$ cat src/verilog/lcd_pkg.sv
`default_nettype none

package lcd_pkg;

	localparam int CYCLES_PER_US = 2;	// one clock rate only

	// initialisation waits and enable pulse, in microseconds
	localparam int T_POWERUP_US = 500;
	localparam int T_CMD_US = 50;
	localparam int T_CLEAR_US = 200;
	localparam int T_ENTRY_US = 100;
	localparam int T_E_PULSE_US = 10;

	// write cycle timing, in microseconds
	localparam int T_WRITE_US = 50;
	localparam int T_SETUP_US = 1;		// address setup before e rises
	localparam int T_E_HIGH_US = 13;

	localparam int LINE_CHARS = 16;
	localparam int NUM_LINES = 2;
	localparam logic [6:0] LINE2_ADDR = 7'h40;	// ddram base of line 2
	localparam logic [7:0] BLANK_CHAR = 8'h20;

	// bus controller cycle counts, derived from the times above
	localparam int BUS_CNT_W = 10;
	localparam logic [BUS_CNT_W-1:0] PWR_CYC = BUS_CNT_W'(T_POWERUP_US * CYCLES_PER_US);
	localparam logic [BUS_CNT_W-1:0] PULSE_CYC = BUS_CNT_W'(T_E_PULSE_US * CYCLES_PER_US);
	localparam logic [BUS_CNT_W-1:0] DISP_OFS =
		BUS_CNT_W'((T_E_PULSE_US + T_CMD_US) * CYCLES_PER_US);
	localparam logic [BUS_CNT_W-1:0] CLR_OFS =
		BUS_CNT_W'(2 * (T_E_PULSE_US + T_CMD_US) * CYCLES_PER_US);
	localparam logic [BUS_CNT_W-1:0] ENTRY_OFS =
		CLR_OFS + BUS_CNT_W'((T_E_PULSE_US + T_CLEAR_US) * CYCLES_PER_US);
	localparam logic [BUS_CNT_W-1:0] INIT_CYC =
		ENTRY_OFS + BUS_CNT_W'((T_E_PULSE_US + T_ENTRY_US) * CYCLES_PER_US);
	localparam logic [BUS_CNT_W-1:0] WR_CYC = BUS_CNT_W'(T_WRITE_US * CYCLES_PER_US);
	localparam logic [BUS_CNT_W-1:0] SETUP_CYC = BUS_CNT_W'(T_SETUP_US * CYCLES_PER_US);
	localparam logic [BUS_CNT_W-1:0] E_HIGH_CYC = BUS_CNT_W'(T_E_HIGH_US * CYCLES_PER_US);

	typedef enum logic [7:0] {
		CMD_CLEAR     = 8'h01,
		CMD_ENTRY     = 8'h04,
		CMD_DISPLAY   = 8'h08,
		CMD_FUNCTION  = 8'h20,
		CMD_SET_DDRAM = 8'h80
	} lcd_cmd_e;

	typedef enum logic [1:0] {POWER_UP, INIT, IDLE, WRITE} bus_state_e;

	typedef enum logic [1:0] {WAIT_DIRTY, SEND_ADDR, SEND_CHAR} refresh_state_e;

endpackage

`default_nettype wire

$ cat src/verilog/text_buffer.sv
`default_nettype none

module text_buffer (
	input  logic       clk,
	input  logic       rst,
	input  logic       req,
	input  logic [4:0] addr,
	input  logic [7:0] wdata,
	output logic       ack,
	input  logic [4:0] rd_addr,
	output logic [7:0] rd_data,
	input  logic       clear_line,
	input  logic       line_sel,
	output logic [1:0] dirty
);

	logic [7:0] mem [lcd_pkg::NUM_LINES * lcd_pkg::LINE_CHARS];
	logic       wr_en;

	assign wr_en = req & ~ack;		// first cycle of a request only
	assign rd_data = mem[rd_addr];

	// four-phase slave, ack follows req one cycle later
	always_ff @(posedge clk) begin
		if (rst)
			ack <= 1'b0;
		else if (req && !ack)
			ack <= 1'b1;
		else if (!req && ack)
			ack <= 1'b0;
	end

	always_ff @(posedge clk) begin
		if (rst) begin
			for (int i = 0; i < lcd_pkg::NUM_LINES * lcd_pkg::LINE_CHARS; i++)
				mem[i] <= lcd_pkg::BLANK_CHAR;		// screen starts blank
		end else if (wr_en) begin
			mem[addr] <= wdata;
		end
	end

	// a write beats a clear of the same line
	always_ff @(posedge clk) begin
		if (rst) begin
			dirty <= '1;		// show the blanks after init
		end else begin
			for (int i = 0; i < lcd_pkg::NUM_LINES; i++) begin
				if (wr_en && addr[4] == 1'(i))
					dirty[i] <= 1'b1;
				else if (clear_line && line_sel == 1'(i))
					dirty[i] <= 1'b0;
			end
		end
	end

endmodule

`default_nettype wire

$ cat src/verilog/screen_refresh.sv
`default_nettype none

module screen_refresh (
	input  logic       clk,
	input  logic       rst,
	input  logic [1:0] dirty,
	output logic       clear_line,
	output logic       line_sel,
	output logic [4:0] rd_addr,
	input  logic [7:0] rd_data,
	output logic       cmd_valid,
	output logic [9:0] cmd,
	input  logic       busy
);

	lcd_pkg::refresh_state_e state;
	logic       line_q;
	logic [3:0] col;
	logic       accept;

	assign accept = cmd_valid & ~busy;
	assign clear_line = (state == lcd_pkg::WAIT_DIRTY) && (|dirty);
	assign line_sel = (state == lcd_pkg::WAIT_DIRTY) ? ~dirty[0] : line_q;
	assign rd_addr = {line_q, col};
	assign cmd_valid = (state != lcd_pkg::WAIT_DIRTY);

	always_comb begin
		if (state == lcd_pkg::SEND_CHAR)
			cmd = {2'b10, rd_data};
		else
			cmd = {2'b00, lcd_pkg::CMD_SET_DDRAM | {1'b0, (line_q ? lcd_pkg::LINE2_ADDR : 7'h00)}};
	end

	always_ff @(posedge clk) begin
		if (rst) begin
			state <= lcd_pkg::WAIT_DIRTY;
			line_q <= 1'b0;
			col <= '0;
		end else begin
			case (state)
				lcd_pkg::WAIT_DIRTY: begin
					if (|dirty) begin
						line_q <= ~dirty[0];
						col <= '0;
						state <= lcd_pkg::SEND_ADDR;
					end
				end
				lcd_pkg::SEND_ADDR: begin
					if (accept)
						state <= lcd_pkg::SEND_CHAR;
				end
				default: begin
					if (accept) begin
						col <= col + 1'b1;
						if (col == 4'(lcd_pkg::LINE_CHARS - 1))
							state <= lcd_pkg::WAIT_DIRTY;
					end
				end
			endcase
		end
	end

endmodule

`default_nettype wire

$ cat src/verilog/lcd_bus_ctrl.sv
`default_nettype none

module lcd_bus_ctrl (
	input  logic       clk,
	input  logic       rst,
	input  logic [6:0] cfg,
	input  logic       cmd_valid,
	input  logic [9:0] cmd,
	output logic       busy,
	output logic       e,
	output logic [7:0] lcd_data,
	output logic       rs,
	output logic       rw
);

	lcd_pkg::bus_state_e state, state_n;
	logic [lcd_pkg::BUS_CNT_W-1:0] cnt, cnt_n;
	logic [9:0] cmd_q;		// command of the running write
	logic [9:0] wr_word;
	logic [7:0] fn_byte, disp_byte, entry_byte;
	logic       e_n, rs_n, rw_n;
	logic [7:0] data_n;

	// cfg bits sit where the controller expects them
	assign fn_byte = lcd_pkg::CMD_FUNCTION | 8'h10 | {4'b0000, cfg[6:5], 2'b00};	// 8-bit bus
	assign disp_byte = lcd_pkg::CMD_DISPLAY | {5'b00000, cfg[4:2]};
	assign entry_byte = lcd_pkg::CMD_ENTRY | {6'b000000, cfg[1:0]};

	assign busy = (state != lcd_pkg::IDLE);

	// the accepted word is not in cmd_q yet during the acceptance cycle
	assign wr_word = (state == lcd_pkg::IDLE) ? cmd : cmd_q;

	always_comb begin
		state_n = state;
		cnt_n = cnt + 1'b1;
		case (state)
			lcd_pkg::POWER_UP: begin
				if (cnt == lcd_pkg::PWR_CYC - 1'b1) begin
					state_n = lcd_pkg::INIT;
					cnt_n = '0;
				end
			end
			lcd_pkg::INIT: begin
				if (cnt == lcd_pkg::INIT_CYC - 1'b1) begin
					state_n = lcd_pkg::IDLE;
					cnt_n = '0;
				end
			end
			lcd_pkg::IDLE: begin
				cnt_n = '0;
				if (cmd_valid)		// accept the offered command
					state_n = lcd_pkg::WRITE;
			end
			default: begin		// write, acceptance cycle counts as the first
				if (cnt == lcd_pkg::WR_CYC - 2'd2) begin
					state_n = lcd_pkg::IDLE;
					cnt_n = '0;
				end
			end
		endcase
	end

	// pin values for the next cycle, registered below
	always_comb begin
		e_n = 1'b0;
		rs_n = 1'b0;
		rw_n = 1'b0;
		data_n = 8'h00;
		case (state_n)
			lcd_pkg::INIT: begin
				if (cnt_n < lcd_pkg::PULSE_CYC) begin
					e_n = 1'b1;
					data_n = fn_byte;
				end else if (cnt_n >= lcd_pkg::DISP_OFS &&
						cnt_n < lcd_pkg::DISP_OFS + lcd_pkg::PULSE_CYC) begin
					e_n = 1'b1;
					data_n = disp_byte;
				end else if (cnt_n >= lcd_pkg::CLR_OFS &&
						cnt_n < lcd_pkg::CLR_OFS + lcd_pkg::PULSE_CYC) begin
					e_n = 1'b1;
					data_n = lcd_pkg::CMD_CLEAR;
				end else if (cnt_n >= lcd_pkg::ENTRY_OFS &&
						cnt_n < lcd_pkg::ENTRY_OFS + lcd_pkg::PULSE_CYC) begin
					e_n = 1'b1;
					data_n = entry_byte;
				end
			end
			lcd_pkg::WRITE: begin
				rs_n = wr_word[9];		// held for the whole cycle
				rw_n = wr_word[8];
				data_n = wr_word[7:0];
				e_n = (cnt_n >= lcd_pkg::SETUP_CYC) &&
					(cnt_n < lcd_pkg::SETUP_CYC + lcd_pkg::E_HIGH_CYC);
			end
			default: ;
		endcase
	end

	always_ff @(posedge clk) begin
		if (rst) begin
			state <= lcd_pkg::POWER_UP;
			cnt <= '0;
			e <= 1'b0;
			rs <= 1'b0;
			rw <= 1'b0;
			lcd_data <= 8'h00;
		end else begin
			state <= state_n;
			cnt <= cnt_n;
			e <= e_n;
			rs <= rs_n;
			rw <= rw_n;
			lcd_data <= data_n;
		end
	end

	always_ff @(posedge clk) begin
		if (state == lcd_pkg::IDLE && cmd_valid)
			cmd_q <= cmd;
	end

endmodule

`default_nettype wire

$ cat src/verilog/lcd_text_top.sv
`default_nettype none

module lcd_text_top (
	input  logic       clk,
	input  logic       rst,
	input  logic [6:0] cfg,
	input  logic       req,
	input  logic [4:0] addr,
	input  logic [7:0] wdata,
	output logic       ack,
	output logic       e,
	output logic [7:0] lcd_data,
	output logic       rs,
	output logic       rw
);

	logic [1:0] dirty;
	logic       clear_line;
	logic       line_sel;
	logic [4:0] rd_addr;
	logic [7:0] rd_data;
	logic       cmd_valid;
	logic [9:0] cmd;
	logic       busy;

	text_buffer u_buffer (
		.clk        (clk),
		.rst        (rst),
		.req        (req),
		.addr       (addr),
		.wdata      (wdata),
		.ack        (ack),
		.rd_addr    (rd_addr),
		.rd_data    (rd_data),
		.clear_line (clear_line),
		.line_sel   (line_sel),
		.dirty      (dirty)
	);

	screen_refresh u_refresh (
		.clk        (clk),
		.rst        (rst),
		.dirty      (dirty),
		.clear_line (clear_line),
		.line_sel   (line_sel),
		.rd_addr    (rd_addr),
		.rd_data    (rd_data),
		.cmd_valid  (cmd_valid),
		.cmd        (cmd),
		.busy       (busy)
	);

	lcd_bus_ctrl u_bus (
		.clk       (clk),
		.rst       (rst),
		.cfg       (cfg),
		.cmd_valid (cmd_valid),
		.cmd       (cmd),
		.busy      (busy),
		.e         (e),
		.lcd_data  (lcd_data),
		.rs        (rs),
		.rw        (rw)
	);

endmodule

`default_nettype wire

$ cat config.mk
export PLATFORM = sky130hd
export DESIGN_NAME = lcd_text_top
export DESIGN_NICKNAME = d
export VERILOG_FILES = /design/src/verilog/lcd_pkg.sv /design/src/verilog/text_buffer.sv /design/src/verilog/screen_refresh.sv /design/src/verilog/lcd_bus_ctrl.sv /design/src/verilog/lcd_text_top.sv
export SDC_FILE = /design/constraint.sdc
export NUM_CORES = 1
export LEC_CHECK = 0
export BUFFER_PORTS_ARGS = -buffer_cell sky130_fd_sc_hd__buf_2
export CAP_MARGIN = 30
export CORE_MARGIN = 2
export CORE_UTILIZATION = 40
export CTS_BUF_LIST = sky130_fd_sc_hd__clkbuf_4
export CTS_CLUSTER_DIAMETER = 30
export DETAILED_ROUTE_END_ITERATION = 8
export SYNTH_ARGS = -nofsm -noshare
export SYNTH_HDL_FRONTEND = slang
export SYNTH_SLANG_ARGS = --single-unit
$ cat constraint.sdc
create_clock -name clk -period 5.51 [get_ports clk]
set_clock_uncertainty 0.2 [all_clocks]
set_input_delay 0.551 -clock clk [delete_from_list [all_inputs] [get_ports clk]]
set_output_delay 0.551 -clock clk [all_outputs]
set_load 0.05 [all_outputs]
# ---- Word-level counts from Yosys, hierarchy flattened
# Memory sizes are Yosys's and may differ from the RTL's.
# Index checks and enable logic that the tools add are counted.
dict set report word_totals {
  elab_cells 116
  mem_count 1
  reg_bits 43
  output_inout_bits 12
  ramBits 256
  in_bits 23
}
dict set report op_classes {
  n_lt_le_gt_ge 9
  eq_ne 13
  muxes 41
  add_sub_neg 2
  n_bitwise 9
  n_reduce_logical 28
}
# name words width rd rd_ports_with_merged_regs write_ports line_no
set mem_list {}
lappend mem_list {u_buffer.mem 32 8 1 0 32 text_buffer.sv:17} ;# logic [7:0] mem [lcd_pkg::NUM_LINES * lcd_pkg::LINE_CHARS];
# op n
set op_table {}
lappend op_table {{$mux W10} 5}
lappend op_table {{$mux W8} 4}
lappend op_table {{$pmux W10 S3} 1}
lappend op_table {{$eq A10 B10 Y1 const B} 2}
lappend op_table {{$lt A10 B5 Y1 const B} 2}
lappend op_table {{$mux W2} 8}
lappend op_table {{$pmux W8 S2} 1}
lappend op_table {{$mux W1} 13}
lappend op_table {{$logic_and A1 B1 Y1} 12}
lappend op_table {{$add A10 B1 Y10 const B} 1}
lappend op_table {{$eq A10 B7 Y1 const B} 1}
lappend op_table {{$ge A10 B10 Y1 const B} 1}
lappend op_table {{$ge A10 B2 Y1 const B} 1}
lappend op_table {{$ge A10 B7 Y1 const B} 1}
lappend op_table {{$ge A10 B8 Y1 const B} 1}
lappend op_table {{$lt A10 B10 Y1 const B} 1}
lappend op_table {{$lt A10 B8 Y1 const B} 1}
lappend op_table {{$lt A10 B9 Y1 const B} 1}
lappend op_table {{$mux W4} 2}
lappend op_table {{$pmux W4 S2} 1}
lappend op_table {{$reduce_or A2 Y1} 4}
lappend op_table {{$reduce_or A8 Y1} 1}
lappend op_table {{$mux W7} 1}
lappend op_table {{$not A1 Y1} 7}
lappend op_table {{other kinds (19)} 29}

# ---- Longest topological paths before layout
dict set report depth {
  depth_word 10
  depth_mapped 11
}

# ---- By module
# Synthesis repeated with hierarchy kept, for this count alone.
dict set report unflattened {
  hier_cells 1016
  area_unflattened_um2 14368.8
}
# mod seq_area_each_um2 cells_per_inst instances area_per_inst_um2
set by_module_without_submodules {}
lappend by_module_without_submodules {text_buffer 7747.4 747 1 11979.0}
lappend by_module_without_submodules {lcd_bus_ctrl 760.7 216 1 1943.1}
lappend by_module_without_submodules {screen_refresh 140.1 53 1 446.7}

# ---- Worst setup path before layout
# Ideal clock, no wire load.
dict set report synth_timing {
  path_kind {reg-to-reg}
  startpoint {reg u_buffer.ack}
  endpoint {mem u_buffer.mem[12][0], enable pin}
  path_stages_with_launch 9
  required_ps 5039
  arrival_ps 2049
  setup_slack_ps 2991
  n_path_buf 2
  cell_sequence {dfxtp_1 > inv_1 > ha_1 > nand2b_1 > or3_1 > clkbuf_1 > clkbuf_1 > nor2_1 > or2_2}
}
# element line_no
set synth_lines {}
lappend synth_lines {{start: declaration} text_buffer.sv:9} ;# output logic ack,
lappend synth_lines {{start signal: assignment} text_buffer.sv:26} ;# ack <= 1'b0;
lappend synth_lines {{start signal: assignment} text_buffer.sv:28} ;# ack <= 1'b1;
lappend synth_lines {{start signal: assignment} text_buffer.sv:30} ;# ack <= 1'b0;
lappend synth_lines {{end: declaration} text_buffer.sv:17}

# ---- Worst setup path in the final report
dict set report layout_timing {
  startpoint {reg u_bus.cnt[1] (netlist bit)}
  endpoint {reg u_bus.lcd_data[1]}
}
dict set report layout_via {
  elab_chain_cells 10
  elab_cells_between_ends 29
}
# element line_no
set layout_lines {}
lappend layout_lines {{start: declaration} lcd_bus_ctrl.sv:17} ;# logic [lcd_pkg::BUS_CNT_W-1:0] cnt, cnt_n;
lappend layout_lines {{start signal: assignment} lcd_bus_ctrl.sv:110} ;# cnt <= cnt_n;
lappend layout_lines {{$add A10 B1 Y10, or another cell as far along} lcd_bus_ctrl.sv:36} ;# cnt_n = cnt + 1'b1;
lappend layout_lines {{$mux W10 (on tied branches)} {lcd_bus_ctrl.sv:56, lcd_bus_ctrl.sv:39, lcd_bus_ctrl.sv:45}}
lappend layout_lines {{$pmux W10 S3} lcd_bus_ctrl.sv:37} ;# case (state)
lappend layout_lines {{$ge A10 B10 Y1 / $lt A10 B10 Y1 (equally long branches)} {lcd_bus_ctrl.sv:83, lcd_bus_ctrl.sv:84}}
lappend layout_lines {{$logic_and A1 B1 Y1} lcd_bus_ctrl.sv:83} ;# end else if (cnt_n >= lcd_pkg::ENTRY_OFS &&
lappend layout_lines {{$mux W3} lcd_bus_ctrl.sv:83}
lappend layout_lines {{$mux W8} lcd_bus_ctrl.sv:79} ;# end else if (cnt_n >= lcd_pkg::CLR_OFS &&
lappend layout_lines {{$mux W8} lcd_bus_ctrl.sv:75} ;# end else if (cnt_n >= lcd_pkg::DISP_OFS &&
lappend layout_lines {{$mux W8} lcd_bus_ctrl.sv:72} ;# if (cnt_n < lcd_pkg::PULSE_CYC) begin
lappend layout_lines {{$pmux W8 S2 (*)} lcd_bus_ctrl.sv:70} ;# case (state_n)
lappend layout_lines {{end signal: assignment} lcd_bus_ctrl.sv:114} ;# lcd_data <= data_n;
lappend layout_lines {{end: declaration} lcd_bus_ctrl.sv:11} ;# output logic [7:0] lcd_data,
# Every way passes the cells marked *; elsewhere a longest branch is shown, timed or not.
# A chain may end at the register's enable or synchronous reset.

==> flow_summary.yaml <==
clock_network:
  cts.sinks: 297
  clk_latency_ns: 0.70
  clkSlewWorstSetupHoldPaths_ns: 0.06
  root_buffer: "clkbuf_4"
  h-tree-depth: 3
  post_cts.repair.setup_buffers: 0
  clockBufferDepth: 3
  cts_tree: "done"
  cts_made_buffers: 83
job:
  maxCapViolations: 0
critical_path:
  critical_path_arrival_ns: 4.35
  cp_slowest_cell: "ha_1"
  cp.required_ns: 5.95
  cpPeakStageDelay_ns: 0.68
  critPathKind: "flip-flop to flip-flop"
  cp-start-kind: "flip-flop"
  cp-end-kind: "flip-flop"
  crit_chain: "ha_1 -> and3b_1 -> o22a_1 -> or3_1 -> a2111oi_0 -> o31ai_1 -> or2_1 -> o221ai_1 -> dlygate4sd3_1"
  cp_max_fo: 21
  path_buf_inv: 1
  cpLargestDelayFamily: "compound AO/OA/AOI/OAI gates"
synth:
  syn_avg_cell_area_um2: 13.46
  syn-cell-area_um2: 14430
  yosys.area_share.simple: 0.1947
  ys_async_sr_fraction: 0
  synth_edf_count: 265
  synth-compound-area-share: 0.04796
  synthesis.nets: 1099
  yosysWarnings: 0
  yosys.area.top_type: "edfxtp_1"
  syn-instance-count: 1072
  synth_seq_cells: 297
  synth_cell_types: 73
  yosys-top-cells-count: "265 x edfxtp_1, 228 x and2_1, 76 x nor2_1"
  synth.area.top_cells: "edfxtp_1 55%, and2_1 9.9%, mux4_2 8.6%"
  muxShareOfSynthArea: 0.1235
  ys.flop_type: "edfxtp_1"
  synth-seq-area-share: 0.5960
  synth_top_area_share: 0.5516
  synth_adder_area_share: 0.003469
  synth_most_common_cell: "edfxtp_1"
  synth_top_family_by_area: "simple AND/OR/NAND/NOR gates"
  synth_xor_area_frac: 0.005464
placement:
  io_buffers: 33
  gp_congestion: 0.8190
  place_ws_ns: 2.067
  dpl.hpwl_mm: 22.13
global_routing:
  first_global_vias: 9085
  grt_pass1_wl_mm: 53.83
  gr-total-overflow: 0
  antenna_found_initial: 6
  grt_max_degree: 63
  track_usage: 0.1874
power_and_ir_drop:
  p_seq_frac: 0.538
  peakVddDrop_mv: 0.1340
  pwr-share-comb: 0.044
  power_switching_uw: 1081
  clock_power_share: 0.417
  p_sw_frac: 0.2285
  total_leakage_power_uw: 0.005500
  internal_power_uw: 3649
  power.density_nw_per_um2: 296.5
cells_and_area:
  nets: 1151
  drive_gt1_frac: 0.2325
  area_growth_pct: 10.57
  fillers: 3270
route:
  drc: 0
  vias: 8936
  wl_per_cell_um: 21.10
  dr.pass1.iters: 5
  drt-initial-drc-count: 584
  drt_wl_total_mm: 34.81
  vias_per_cell: 5.416
  drtAntennaViolNets: 0
timing:
  finalHoldViolCount: 0
  setup_viol: 0
  fin_setup_tns_ns: 0
  worst_pin_slew_ns: 0.9711
  post-route-min-period_ns: 3.917
  max_freq_mhz: 255.3
  rsz0062_at_grt: "false"
  min_period_over_period: 0.7109
  fin_ws_ns: 1.593
  relSlewSlack: 0.3526
  slew_violations: 0
outcome:
  outcome: "completed"
floorplanning:
  dieArea_um2: 37610
  initial_utilization: 0.4056
  ios: 35
  core.rowCount: 69
  die_x_um: 193.9
  core_area_um2: 35570
  die_y_um: 193.9
worst_hold_path:
  hp-class: "primary input to flip-flop"
metrics by stage:
stage	cell area, um2	power, uW	std cells	hold slack [ns]	util
after floorplan	14430	2713	1072	0.2495	-
after global placement	14840	2799	1494	0.2677	0.4172
after detailed placement	14840	2802	1494	0.2773	0.4172
after CTS	15940	4780	1644	0.005222	0.4481
after global routing	15950	4924	1649	0.01749	0.4484
final	15950	4730	1650	0.06125	0.4485
final cells by class:
| class | count | area, um2 | share of cell area |
|---|---|---|---|
| flip-flops and latches | 297 | 8606 | 0.5395 |
| multi-input cells | 688 | 5415 | 0.3395 |
| clock buffers | 117 | 878.3 | 0.05506 |
| well taps | 461 | 576.8 | 0.03616 |
| repair buffers | 44 | 262.8 | 0.01647 |
| clock inverters | 27 | 161.4 | 0.01012 |
| inverters | 10 | 37.54 | 0.002353 |
| diodes | 6 | 15.01 | 0.0009412 |
power by group through the flow:
stage                     logic [uW]  registers (uW)  clock network, uW
after global routing             226            2550               2140
final                            209            2550               1970
after global placement           206            2590                  0
after detailed placement         208            2590                  0
after floorplan                  138            2580                  0
after CTS                        211            2550               2020
cells in the final DEF, fill, tap and decap left out, drive strengths merged, types with 4 or more instances in the layout:
cell	instances
clkbuf	117
ha	4
nand3	17
xnor2	4
nor3	11
dlygate4sd3	6
nand4	4
xor2	5
a21o	4
nor4	9
or3	39
inv	13
nor2	76
mux2	6
clkinv	22
o221ai	5
o21ai	11
mux4	67
and2	228
nand2	33
nand2b	8
nor2b	4
dfxtp	32
a21oi	24
buf	38
edfxtp	265
diode	6
nand3b	5
mux2i	16
o22ai	6
a211oi	6
o31ai	5
or2	39
metal layers:
metal  vias to the layer above  track usage  part of all wire
met4                         2      0.05836             0.017
met1                      4472       0.2497              0.44
met3                        48      0.04436             0.057
met5                         -            0           0.00034
li1                       4147            -                 -
met2                       267       0.3052              0.48
logic make-up after synthesis:
group / after synthesis
adder cells (fa/ha/maj): 4
multiplexers: 89
flip-flops: 297
buffers and inverters: 87
other: 1
AND/OR/NAND/NOR: 488
AO/OA/AOI/OAI: 97
XOR/XNOR: 9
flip-flops by register name, indices dropped and copies added (netlist names):
signal and cells:
u_buffer.ack 1, u_buffer.dirty 2, u_buffer.mem 256, u_bus.cmd_q 9, u_bus.cnt 10, u_bus.e 1, u_bus.lcd_data 8, u_bus.rs 1
u_bus.state 2, u_refresh.col 4, u_refresh.line_q 1, u_refresh.state 2
final timing paths:
kind / start / end / depth (start not counted) / slack, ns
worst max-delay path: u_bus.cnt[1] / u_bus.lcd_data[1] / 9 / 1.59
worst min-delay path: cfg[4] / u_bus.lcd_data[2] / 4 / 0.06
worst max register to register: u_bus.cnt[1] / u_bus.lcd_data[1] / 9 / 1.59
worst min register to register: u_buffer.dirty[1] / u_buffer.dirty[1] / 2 / 0.29
what timing repair did:
action / in CTS / in global routing
hold buffers: 6 / 0
resized for setup: 0 / 0
hold endpoints to repair: 4 / 0
tightest hold or removal path: cells and delay by family:
family                 cells  cell delay, ns
AO/OA/AOI/OAI              2            0.28
buffers and inverters      2            0.11
(Power assumes the default switching activity.)
